### config.mk
export PLATFORM = sky130hd
export DESIGN_NAME = rsv_sched_top
export DESIGN_NICKNAME = d
export VERILOG_FILES = /design/src/rtl/rsv_ctrl_pkg.sv /design/src/rtl/rsv_data_pkg.sv /design/src/rtl/rsv_alloc.sv /design/src/rtl/rsv_entry.sv /design/src/rtl/rsv_pick.sv /design/src/rtl/rsv_sched_top.sv /design/src/rtl/wakeup_match.sv
export VERILOG_INCLUDE_DIRS = /design/src /design/src/include
export SDC_FILE = /design/constraint.sdc
export NUM_CORES = 1
export LEC_CHECK = 0
export BUFFER_PORTS_ARGS = -buffer_cell sky130_fd_sc_hd__clkbuf_2
export CAP_MARGIN = 20
export CORE_MARGIN = 3
export CORE_UTILIZATION = 65
export CTS_CLUSTER_SIZE = 30
export DETAILED_ROUTE_END_ITERATION = 12
export PLACE_DENSITY = 0.83
export SLEW_MARGIN = 40
export SYNTH_ARGS = -nofsm -noshare
export SYNTH_HDL_FRONTEND = slang
export SYNTH_SLANG_ARGS = --single-unit
### constraint.sdc
create_clock -name i_clk -period 8.1 [get_ports i_clk]
set_clock_uncertainty 0.05 [all_clocks]
set_input_delay 2.025 -clock i_clk [delete_from_list [all_inputs] [get_ports i_clk]]
set_output_delay 2.025 -clock i_clk [all_outputs]
set_load 0.005 [all_outputs]
### src/include/rsv_sched_defines.svh
`ifndef RSV_SCHED_DEFINES_SVH
`define RSV_SCHED_DEFINES_SVH

// scheduler sizing
`define RSV_ENTRY_NUM 4
`define RSV_IDX_W     2  // log2 of RSV_ENTRY_NUM

// operand and instruction widths
`define RSV_RNID_W    5
`define RSV_CMT_ID_W  4

`define RSV_WB_NUM    2  // writeback buses seen by every entry

`endif

### src/rtl/rsv_ctrl_pkg.sv
`include "rsv_sched_defines.svh"

package rsv_ctrl_pkg;

  typedef logic [`RSV_IDX_W-1:0]     entry_idx_t;
  typedef logic [`RSV_ENTRY_NUM-1:0] entry_vec_t;  // bit i belongs to entry i

  // life of one entry
  typedef enum logic [1:0] {
    ST_FREE   = 2'd0,
    ST_WAIT   = 2'd1,  // holding an instruction, not yet issued
    ST_ISSUED = 2'd2,
    ST_DONE   = 2'd3   // one cycle, reported as retire
  } entry_state_t;

endpackage

### src/rtl/rsv_data_pkg.sv
`include "rsv_sched_defines.svh"

package rsv_data_pkg;

  // physical register tag after rename
  typedef logic [`RSV_RNID_W-1:0] rnid_t;

  typedef logic [`RSV_CMT_ID_W-1:0] cmt_id_t;  // commit id carried to retire

  // a tag only matches within its own register file
  typedef enum logic {
    CLS_INT = 1'b0,
    CLS_FP  = 1'b1
  } reg_class_t;

  typedef logic [`RSV_WB_NUM-1:0] wb_vld_t;  // one valid per writeback bus

endpackage

### src/rtl/rsv_alloc.sv
`timescale 1ns/10ps
`include "rsv_sched_defines.svh"

module rsv_alloc (
  input  logic                     i_clk,
  input  logic                     i_reset_n,
  input  logic                     i_disp,
  input  rsv_ctrl_pkg::entry_vec_t i_busy,
  output rsv_ctrl_pkg::entry_vec_t o_put,
  output logic                     o_full
);

  import rsv_ctrl_pkg::*;

  entry_idx_t w_free_idx;
  logic       w_free_found;

  // walk down so the lowest free index is the last one written
  always_comb begin
    w_free_idx   = '0;
    w_free_found = 1'b0;
    for (int i = `RSV_ENTRY_NUM - 1; i >= 0; i--) begin
      if (!i_busy[i]) begin
        w_free_idx   = entry_idx_t'(i);
        w_free_found = 1'b1;
      end
    end
  end

  assign o_put  = (i_disp & w_free_found) ? (entry_vec_t'(1) << w_free_idx) : '0;
  assign o_full = &i_busy;

  // the dispatch side sees o_full and must hold off
  a_no_disp_full: assert property (@(posedge i_clk) disable iff (!i_reset_n)
    i_disp |-> !o_full)
    else $error("rsv_alloc: dispatch while the station is full");

endmodule

### src/rtl/rsv_entry.sv
`timescale 1ns/10ps
`include "rsv_sched_defines.svh"

module rsv_entry (
  input  logic                     i_clk,
  input  logic                     i_reset_n,
  input  logic                     i_put,
  input  rsv_data_pkg::cmt_id_t    i_disp_cmt_id,
  input  logic                     i_disp_store,
  input  rsv_data_pkg::rnid_t      i_disp_rd,
  input  logic                     i_disp_rs1_valid,
  input  rsv_data_pkg::rnid_t      i_disp_rs1,
  input  rsv_data_pkg::reg_class_t i_disp_rs1_cls,
  input  logic                     i_disp_rs2_valid,
  input  rsv_data_pkg::rnid_t      i_disp_rs2,
  input  rsv_data_pkg::reg_class_t i_disp_rs2_cls,
  input  rsv_data_pkg::wb_vld_t    i_wb_valid,
  input  rsv_data_pkg::rnid_t      i_wb_rnid [`RSV_WB_NUM],
  input  rsv_data_pkg::reg_class_t i_wb_cls  [`RSV_WB_NUM],
  input  logic                     i_picked,
  input  logic                     i_done,
  input  logic                     i_replay,
  output logic                     o_busy,
  output logic                     o_ready,
  output logic                     o_done,
  output rsv_data_pkg::cmt_id_t    o_cmt_id,
  output rsv_data_pkg::rnid_t      o_rd,
  output logic                     o_store
);

  import rsv_data_pkg::*;
  import rsv_ctrl_pkg::*;

  entry_state_t r_state;
  logic         r_rs1_rdy;
  logic         r_rs2_rdy;

  cmt_id_t      r_cmt_id;
  rnid_t        r_rd;
  logic         r_store;
  logic         r_rs1_valid;
  rnid_t        r_rs1;
  reg_class_t   r_rs1_cls;
  logic         r_rs2_valid;
  rnid_t        r_rs2;
  reg_class_t   r_rs2_cls;

  rnid_t        w_rs1;
  reg_class_t   w_rs1_cls;
  rnid_t        w_rs2;
  reg_class_t   w_rs2_cls;
  logic         w_rs1_hit;
  logic         w_rs2_hit;
  logic         w_rs1_rdy;
  logic         w_rs2_rdy;
  logic         w_opnd_rdy;

  // during a put the incoming tags are compared, so a same-cycle writeback is not lost
  assign w_rs1     = i_put ? i_disp_rs1 : r_rs1;
  assign w_rs1_cls = i_put ? i_disp_rs1_cls : r_rs1_cls;
  assign w_rs2     = i_put ? i_disp_rs2 : r_rs2;
  assign w_rs2_cls = i_put ? i_disp_rs2_cls : r_rs2_cls;

  wakeup_match u_rs1_match (
    .i_rnid     (w_rs1),
    .i_cls      (w_rs1_cls),
    .i_wb_valid (i_wb_valid),
    .i_wb_rnid  (i_wb_rnid),
    .i_wb_cls   (i_wb_cls),
    .o_hit      (w_rs1_hit)
  );

  wakeup_match u_rs2_match (
    .i_rnid     (w_rs2),
    .i_cls      (w_rs2_cls),
    .i_wb_valid (i_wb_valid),
    .i_wb_rnid  (i_wb_rnid),
    .i_wb_cls   (i_wb_cls),
    .o_hit      (w_rs2_hit)
  );

  assign w_rs1_rdy = r_rs1_rdy | w_rs1_hit;
  assign w_rs2_rdy = r_rs2_rdy | w_rs2_hit;

  // a store waits on rs1 only
  assign w_opnd_rdy = (!r_rs1_valid | w_rs1_rdy) &
                      (r_store | !r_rs2_valid | w_rs2_rdy);

  always_ff @(posedge i_clk or negedge i_reset_n) begin
    if (!i_reset_n) begin
      r_state   <= ST_FREE;
      r_rs1_rdy <= 1'b0;
      r_rs2_rdy <= 1'b0;
    end else begin
      case (r_state)
        ST_FREE: begin
          if (i_put) begin
            r_state   <= ST_WAIT;
            r_rs1_rdy <= w_rs1_hit;
            r_rs2_rdy <= w_rs2_hit;
          end
        end
        ST_WAIT: begin
          r_rs1_rdy <= w_rs1_rdy;
          r_rs2_rdy <= w_rs2_rdy;
          if (i_picked) begin
            r_state <= ST_ISSUED;
          end
        end
        ST_ISSUED: begin
          if (i_replay) begin
            r_state <= ST_WAIT;  // replay beats done, ready bits stay
          end else if (i_done) begin
            r_state <= ST_DONE;
          end
        end
        ST_DONE: begin
          r_state <= ST_FREE;
        end
      endcase
    end
  end

  always_ff @(posedge i_clk) begin
    if (i_put) begin
      r_cmt_id    <= i_disp_cmt_id;
      r_rd        <= i_disp_rd;
      r_store     <= i_disp_store;
      r_rs1_valid <= i_disp_rs1_valid;
      r_rs1       <= i_disp_rs1;
      r_rs1_cls   <= i_disp_rs1_cls;
      r_rs2_valid <= i_disp_rs2_valid;
      r_rs2       <= i_disp_rs2;
      r_rs2_cls   <= i_disp_rs2_cls;
    end
  end

  assign o_busy   = (r_state != ST_FREE);
  assign o_ready  = (r_state == ST_WAIT) & w_opnd_rdy;
  assign o_done   = (r_state == ST_DONE);
  assign o_cmt_id = r_cmt_id;
  assign o_rd     = r_rd;
  assign o_store  = r_store;

  // allocator must only steer dispatch to a free entry
  a_put_free: assert property (@(posedge i_clk) disable iff (!i_reset_n)
    i_put |-> !o_busy)
    else $error("rsv_entry: put into a busy entry");

  // picker must only select an entry that reports ready
  a_pick_ready: assert property (@(posedge i_clk) disable iff (!i_reset_n)
    i_picked |-> o_ready)
    else $error("rsv_entry: picked while not ready");

endmodule

### src/rtl/rsv_pick.sv
`timescale 1ns/10ps
`include "rsv_sched_defines.svh"

module rsv_pick (
  input  logic                     i_clk,
  input  logic                     i_reset_n,
  input  rsv_ctrl_pkg::entry_vec_t i_ready,
  input  rsv_ctrl_pkg::entry_vec_t i_done_st,
  input  rsv_data_pkg::cmt_id_t    i_cmt_id [`RSV_ENTRY_NUM],
  input  rsv_data_pkg::rnid_t      i_rd     [`RSV_ENTRY_NUM],
  input  rsv_ctrl_pkg::entry_vec_t i_store,
  input  logic                     i_done,
  input  rsv_ctrl_pkg::entry_idx_t i_done_idx,
  input  logic                     i_replay,
  input  rsv_ctrl_pkg::entry_idx_t i_replay_idx,
  output rsv_ctrl_pkg::entry_vec_t o_picked,
  output rsv_ctrl_pkg::entry_vec_t o_done_vec,
  output rsv_ctrl_pkg::entry_vec_t o_replay_vec,
  output logic                     o_issue_valid,
  output rsv_ctrl_pkg::entry_idx_t o_issue_idx,
  output rsv_data_pkg::cmt_id_t    o_issue_cmt_id,
  output rsv_data_pkg::rnid_t      o_issue_rd,
  output logic                     o_issue_store,
  output logic                     o_retire_valid,
  output rsv_data_pkg::cmt_id_t    o_retire_cmt_id
);

  import rsv_ctrl_pkg::*;

  entry_idx_t w_retire_idx;

  // lowest ready index wins
  always_comb begin
    o_issue_idx = '0;
    for (int i = `RSV_ENTRY_NUM - 1; i >= 0; i--) begin
      if (i_ready[i]) begin
        o_issue_idx = entry_idx_t'(i);
      end
    end
  end

  assign o_issue_valid  = |i_ready;
  assign o_picked       = o_issue_valid ? (entry_vec_t'(1) << o_issue_idx) : '0;
  assign o_issue_cmt_id = i_cmt_id[o_issue_idx];
  assign o_issue_rd     = i_rd[o_issue_idx];
  assign o_issue_store  = i_store[o_issue_idx];

  assign o_done_vec   = i_done ? (entry_vec_t'(1) << i_done_idx) : '0;
  assign o_replay_vec = i_replay ? (entry_vec_t'(1) << i_replay_idx) : '0;

  // only one entry can sit in ST_DONE, so a plain encoder is enough
  always_comb begin
    w_retire_idx = '0;
    for (int i = 0; i < `RSV_ENTRY_NUM; i++) begin
      if (i_done_st[i]) begin
        w_retire_idx = entry_idx_t'(i);
      end
    end
  end

  assign o_retire_valid  = |i_done_st;
  assign o_retire_cmt_id = i_cmt_id[w_retire_idx];

  // entries reach ST_DONE one done strobe at a time
  a_one_done: assert property (@(posedge i_clk) disable iff (!i_reset_n)
    $onehot0(i_done_st))
    else $error("rsv_pick: more than one entry in done state");

  // a picked entry leaves ST_WAIT, so it is not ready again next cycle
  a_pick_leaves: assert property (@(posedge i_clk) disable iff (!i_reset_n)
    (o_picked != '0) |=> ((o_picked & $past(o_picked)) == '0))
    else $error("rsv_pick: same entry picked in consecutive cycles");

endmodule

### src/rtl/rsv_sched_top.sv
`timescale 1ns/10ps
`include "rsv_sched_defines.svh"

module rsv_sched_top (
  input  logic                     i_clk,
  input  logic                     i_reset_n,
  input  logic                     i_disp,
  input  rsv_data_pkg::cmt_id_t    i_disp_cmt_id,
  input  logic                     i_disp_store,
  input  rsv_data_pkg::rnid_t      i_disp_rd,
  input  logic                     i_disp_rs1_valid,
  input  rsv_data_pkg::rnid_t      i_disp_rs1,
  input  rsv_data_pkg::reg_class_t i_disp_rs1_cls,
  input  logic                     i_disp_rs2_valid,
  input  rsv_data_pkg::rnid_t      i_disp_rs2,
  input  rsv_data_pkg::reg_class_t i_disp_rs2_cls,
  input  rsv_data_pkg::wb_vld_t    i_wb_valid,
  input  rsv_data_pkg::rnid_t      i_wb_rnid [`RSV_WB_NUM],
  input  rsv_data_pkg::reg_class_t i_wb_cls  [`RSV_WB_NUM],
  input  logic                     i_done,
  input  rsv_ctrl_pkg::entry_idx_t i_done_idx,
  input  logic                     i_replay,
  input  rsv_ctrl_pkg::entry_idx_t i_replay_idx,
  output logic                     o_full,
  output logic                     o_issue_valid,
  output rsv_ctrl_pkg::entry_idx_t o_issue_idx,
  output rsv_data_pkg::cmt_id_t    o_issue_cmt_id,
  output rsv_data_pkg::rnid_t      o_issue_rd,
  output logic                     o_issue_store,
  output logic                     o_retire_valid,
  output rsv_data_pkg::cmt_id_t    o_retire_cmt_id
);

  import rsv_data_pkg::*;
  import rsv_ctrl_pkg::*;

  entry_vec_t w_put;
  entry_vec_t w_busy;
  entry_vec_t w_ready;
  entry_vec_t w_done_st;
  entry_vec_t w_store;
  entry_vec_t w_picked;
  entry_vec_t w_done_vec;
  entry_vec_t w_replay_vec;
  cmt_id_t    w_cmt_id [`RSV_ENTRY_NUM];
  rnid_t      w_rd     [`RSV_ENTRY_NUM];

  rsv_alloc u_rsv_alloc (
    .i_clk     (i_clk),
    .i_reset_n (i_reset_n),
    .i_disp    (i_disp),
    .i_busy    (w_busy),
    .o_put     (w_put),
    .o_full    (o_full)
  );

  for (genvar g = 0; g < `RSV_ENTRY_NUM; g++) begin : g_entry
    rsv_entry u_rsv_entry (
      .i_clk            (i_clk),
      .i_reset_n        (i_reset_n),
      .i_put            (w_put[g]),
      .i_disp_cmt_id    (i_disp_cmt_id),
      .i_disp_store     (i_disp_store),
      .i_disp_rd        (i_disp_rd),
      .i_disp_rs1_valid (i_disp_rs1_valid),
      .i_disp_rs1       (i_disp_rs1),
      .i_disp_rs1_cls   (i_disp_rs1_cls),
      .i_disp_rs2_valid (i_disp_rs2_valid),
      .i_disp_rs2       (i_disp_rs2),
      .i_disp_rs2_cls   (i_disp_rs2_cls),
      .i_wb_valid       (i_wb_valid),
      .i_wb_rnid        (i_wb_rnid),
      .i_wb_cls         (i_wb_cls),
      .i_picked         (w_picked[g]),
      .i_done           (w_done_vec[g]),
      .i_replay         (w_replay_vec[g]),
      .o_busy           (w_busy[g]),
      .o_ready          (w_ready[g]),
      .o_done           (w_done_st[g]),
      .o_cmt_id         (w_cmt_id[g]),
      .o_rd             (w_rd[g]),
      .o_store          (w_store[g])
    );
  end

  rsv_pick u_rsv_pick (
    .i_clk           (i_clk),
    .i_reset_n       (i_reset_n),
    .i_ready         (w_ready),
    .i_done_st       (w_done_st),
    .i_cmt_id        (w_cmt_id),
    .i_rd            (w_rd),
    .i_store         (w_store),
    .i_done          (i_done),
    .i_done_idx      (i_done_idx),
    .i_replay        (i_replay),
    .i_replay_idx    (i_replay_idx),
    .o_picked        (w_picked),
    .o_done_vec      (w_done_vec),
    .o_replay_vec    (w_replay_vec),
    .o_issue_valid   (o_issue_valid),
    .o_issue_idx     (o_issue_idx),
    .o_issue_cmt_id  (o_issue_cmt_id),
    .o_issue_rd      (o_issue_rd),
    .o_issue_store   (o_issue_store),
    .o_retire_valid  (o_retire_valid),
    .o_retire_cmt_id (o_retire_cmt_id)
  );

endmodule

### src/rtl/wakeup_match.sv
`timescale 1ns/10ps
`include "rsv_sched_defines.svh"

module wakeup_match (
  input  rsv_data_pkg::rnid_t      i_rnid,
  input  rsv_data_pkg::reg_class_t i_cls,
  input  rsv_data_pkg::wb_vld_t    i_wb_valid,
  input  rsv_data_pkg::rnid_t      i_wb_rnid [`RSV_WB_NUM],
  input  rsv_data_pkg::reg_class_t i_wb_cls  [`RSV_WB_NUM],
  output logic                     o_hit
);

  // any valid bus with the same tag and class wakes the source
  always_comb begin
    o_hit = 1'b0;
    for (int i = 0; i < `RSV_WB_NUM; i++) begin
      if (i_wb_valid[i] && (i_wb_rnid[i] == i_rnid) && (i_wb_cls[i] == i_cls)) begin
        o_hit = 1'b1;
      end
    end
  end

endmodule

==> results.sh <==
export IMPL_status="finished, final reports clean"
export IMPL_ys_ff_latch=112
export IMPL_wl_um=20400
export IMPL_reg2reg_depth=10
export IMPL_insertion_delay_ps=410
export IMPL_async_flop_share=0.143
export IMPL_grt_max_degree=31
export IMPL_design_die_area_um2=11800
export IMPL_die_w_um=108
export IMPL_met3_usage=0.106
export IMPL_antenna_found_initial=0
export IMPL_grt_pass1_vias=6160
export IMPL_power_frac_comb=0.459
export IMPL_multiInputGateArea_um2=3550
export IMPL_cts_root_buf="clkbuf_8"
export IMPL_startpoint="i_disp"
export IMPL_timing_rr_end="g_entry[2].u_rsv_entry.r_state[0]"
export IMPL_crit_type="in -> out"
export IMPL_reg2reg_from="g_entry[1].u_rsv_entry.r_state[1]"
export IMPL_cts_buffer_depth=2
export IMPL_maxCapViolations=0
export IMPL_tns_ps=0
export IMPL_post_route_util=0.734
export IMPL_synth_seq_area_share=0.411
export IMPL_syn_num_nets=794
export IMPL_ys_flop_type="edfxtp_1"
export IMPL_netlist_area_um2=6820
export IMPL_whs_ps=444
export IMPL_grtUsageTotal=0.356
export IMPL_portBuffers=65
export IMPL_pwr_share_clk=0.143
export IMPL_use_met2=0.551
export IMPL_final_common_cell="nand2_1"
export IMPL_period_share=0.942
export IMPL_end_kind="primary output"
export IMPL_diodes=0
export IMPL_area_growth_pct=7.75
export IMPL_cts_setup_buffers=0
export IMPL_firstDrtPassIters=5
export IMPL_core_um2=10000
export IMPL_max_freq_ghz=0.131
export IMPL_gp_congestion=0.978
export IMPL_drive_above_1_share=0.167
export IMPL_grt_pass1_wl_um=32100
export IMPL_grt_busiest_layer="met2"
export IMPL_worst_path_max_fanout=27
export IMPL_pwr_share_seq=0.398
export IMPL_initial_utilization=0.682
export IMPL_tritoncts="done"
export IMPL_numPlacedInstances=906
export IMPL_clkTransAtPathRegs_ps=110
export IMPL_fillers=788
export IMPL_holdCritPathClass="reg -> reg"
export IMPL_dp_hpwl_um=14600
export IMPL_worst_pin_slew_ps=664
export IMPL_num_vias=6244
export IMPL_die_h_um=108
export IMPL_synthDistinctLibCells=80
export IMPL_vdd_ir_drop_max_mv=0.203
export IMPL_r2r_setup_slack_ps=3990
export IMPL_drcViolationCount=0
export IMPL_switching_power_mw=1.08
export IMPL_post_route_min_period_ps=7630
export IMPL_worstPathArrival_ps=5560
export IMPL_routedWlPerCell_um=22.1
export IMPL_cts_resized=0
export IMPL_drt_iter0_drc=716
export IMPL_clock_sinks=112
export IMPL_nets=831
export IMPL_netlist_instances=747
export IMPL_fin_cells=922
export IMPL_synth_edf_count=48
export IMPL_cts_buffers=9
export IMPL_drt_antenna_violating_nets=0
export IMPL_intPower_mw=1.39
export IMPL_startpoint_type="input port"
export IMPL_p_per_area_nw_per_um2=337
export IMPL_critical_path_required_ps=6030
export IMPL_seq_area_um2=2800
export IMPL_overflow=0
export IMPL_use_met1=0.459
export IMPL_synth_avg_cell_area_um2=9.13
export IMPL_final_cell_mix="nand2_1 (89), clkbuf_2 (65), inv_1 (52)"
export IMPL_io_pins=66
export IMPL_routed_via_density=6.77
export IMPL_slew_limit_headroom=0.558
export IMPL_slew_violations=0
export IMPL_switching_share=0.437
export IMPL_placementRows=36
export IMPL_yosysWarnings=0
export IMPL_setup_viol=0
export IMPL_leakage_nw=3.06
export IMPL_cp_endpoint="o_issue_cmt_id[1]"
export IMPL_rsz0062_at_grt="no"
export IMPL_hold_viol_final=0
export IMPL_cts_hold_buf=0
export IMPL_ctsHtreeMaxLevel=3
[how the worst min path moves through the flow]
| stage | start | endpoint | slack [ps] | depth (start not counted) |
|---|---|---|---|---|
| after floorplan | g_entry[1].u_rsv_entry.r_rs2[3] | g_entry[1].u_rsv_entry.r_rs2[3] | 400 | 2 |
| final | g_entry[0].u_rsv_entry.r_rs2_cls | g_entry[0].u_rsv_entry.r_rs2_cls | 440 | 2 |
| after CTS | g_entry[2].u_rsv_entry.r_rs2[1] | g_entry[2].u_rsv_entry.r_rs2[1] | 440 | 2 |
| after detailed placement | g_entry[2].u_rsv_entry.r_rs2[1] | g_entry[2].u_rsv_entry.r_rs2[1] | 420 | 2 |
| after global routing | g_entry[0].u_rsv_entry.r_rs2_cls | g_entry[0].u_rsv_entry.r_rs2_cls | 460 | 2 |
| after global placement | g_entry[0].u_rsv_entry.r_rs1[4] | g_entry[0].u_rsv_entry.r_rs1[4] | 420 | 2 |
[Yosys cell counts (5+ instances only)]
master     number  share of area
a2111o_1        6         0.0099
nor2_1         46          0.025
xor2_1         39          0.050
buf_6           6         0.0099
a2111oi_0       5         0.0064
nand2_1        89          0.049
o32ai_1         8          0.010
nand3_1        21          0.015
clkbuf_1       25          0.014
a31oi_1         5         0.0046
o22ai_1        14          0.013
dfxtp_1        48           0.14
nor4_1          9         0.0083
a221o_1        10          0.015
or2_2           7         0.0064
edfxtp_1       48           0.21
buf_2          12         0.0088
nand4_1        10         0.0092
mux2_2         11          0.018
nand2b_1        9         0.0083
dfrtp_1        16          0.059
xnor2_1        34          0.044
o21ai_0        31          0.023
a221oi_1        6         0.0077
mux2i_1        14          0.021
inv_1          52          0.029
a21oi_1        27          0.020
nor3_1         19          0.014
and3_1          6         0.0055
nor2b_1        15          0.014
[stage by stage]
stage	setup slack (ps)	area, um^2	total power [mW]
detailed placement	526	7130	2.10
global route	238	7340	2.62
floorplan	1420	6820	1.80
global placement	709	7130	2.05
CTS	514	7340	2.45
finish	466	7340	2.47
[critical path, cell delays in order]
cell and delay (ps):
clkbuf_2 150, o21a_4 340, nand3_4 300, inv_4 400, o21ai_2 110, a221o_1 350
a2111o_1 410, nand4b_1 310, a21oi_1 190, a21o_1 370, a2111o_1 480, clkbuf_2 120
[cells by family after synthesis]
| family | Yosys count | share of synthesized area |
|---|---|---|
| and+or+nand+nor | 261 | 0.195 |
| AOI/OAI and AO/OA | 171 | 0.191 |
| muxes | 26 | 0.0409 |
| DFF | 112 | 0.411 |
| buffers and inverters | 104 | 0.0679 |
| xor gates and xnor gates | 73 | 0.0938 |
[layout make-up]
class | instances | area share
multi-input combinational | 531 | 0.484
clock buffer | 9 | 0.0169
clock inverter | 7 | 0.0121
inverter | 56 | 0.0293
timing repair buffer | 74 | 0.0535
sequential | 112 | 0.382
tap | 133 | 0.0227
[state kept, by name (all words and copies together) (netlist names)]
name and flops:
g_entry.u_rsv_entry.o_store 4, g_entry.u_rsv_entry.r_state 8, g_entry.u_rsv_entry.r_rs2_rdy 4, g_entry.u_rsv_entry.r_rs1_valid 4
g_entry.u_rsv_entry.o_rd 20, g_entry.u_rsv_entry.r_rs1 20, g_entry.u_rsv_entry.r_rs2_cls 4, g_entry.u_rsv_entry.r_rs2 20
g_entry.u_rsv_entry.r_rs1_cls 4, g_entry.u_rsv_entry.o_cmt_id 16, g_entry.u_rsv_entry.r_rs1_rdy 4, g_entry.u_rsv_entry.r_rs2_valid 4
[power by group through the flow]
stage / logic [mW] / registers, mW / clock network, mW
finish: 1.13 / 0.985 / 0.353
CTS: 1.11 / 0.979 / 0.358
detailed placement: 1.11 / 0.990 / 0
global route: 1.24 / 1.00 / 0.378
floorplan: 0.888 / 0.908 / 0
global placement: 1.07 / 0.977 / 0
[routing by layer]
metal / up-vias / wire length, um / share of wire
met4: 0 / 873 / 0.043
met2: 476 / 9170 / 0.45
met5: - / 0 / 0
met1: 2892 / 7730 / 0.38
li1: 2782 / - / -
met3: 94 / 2610 / 0.13
Power figures use the tool's default switching activity.
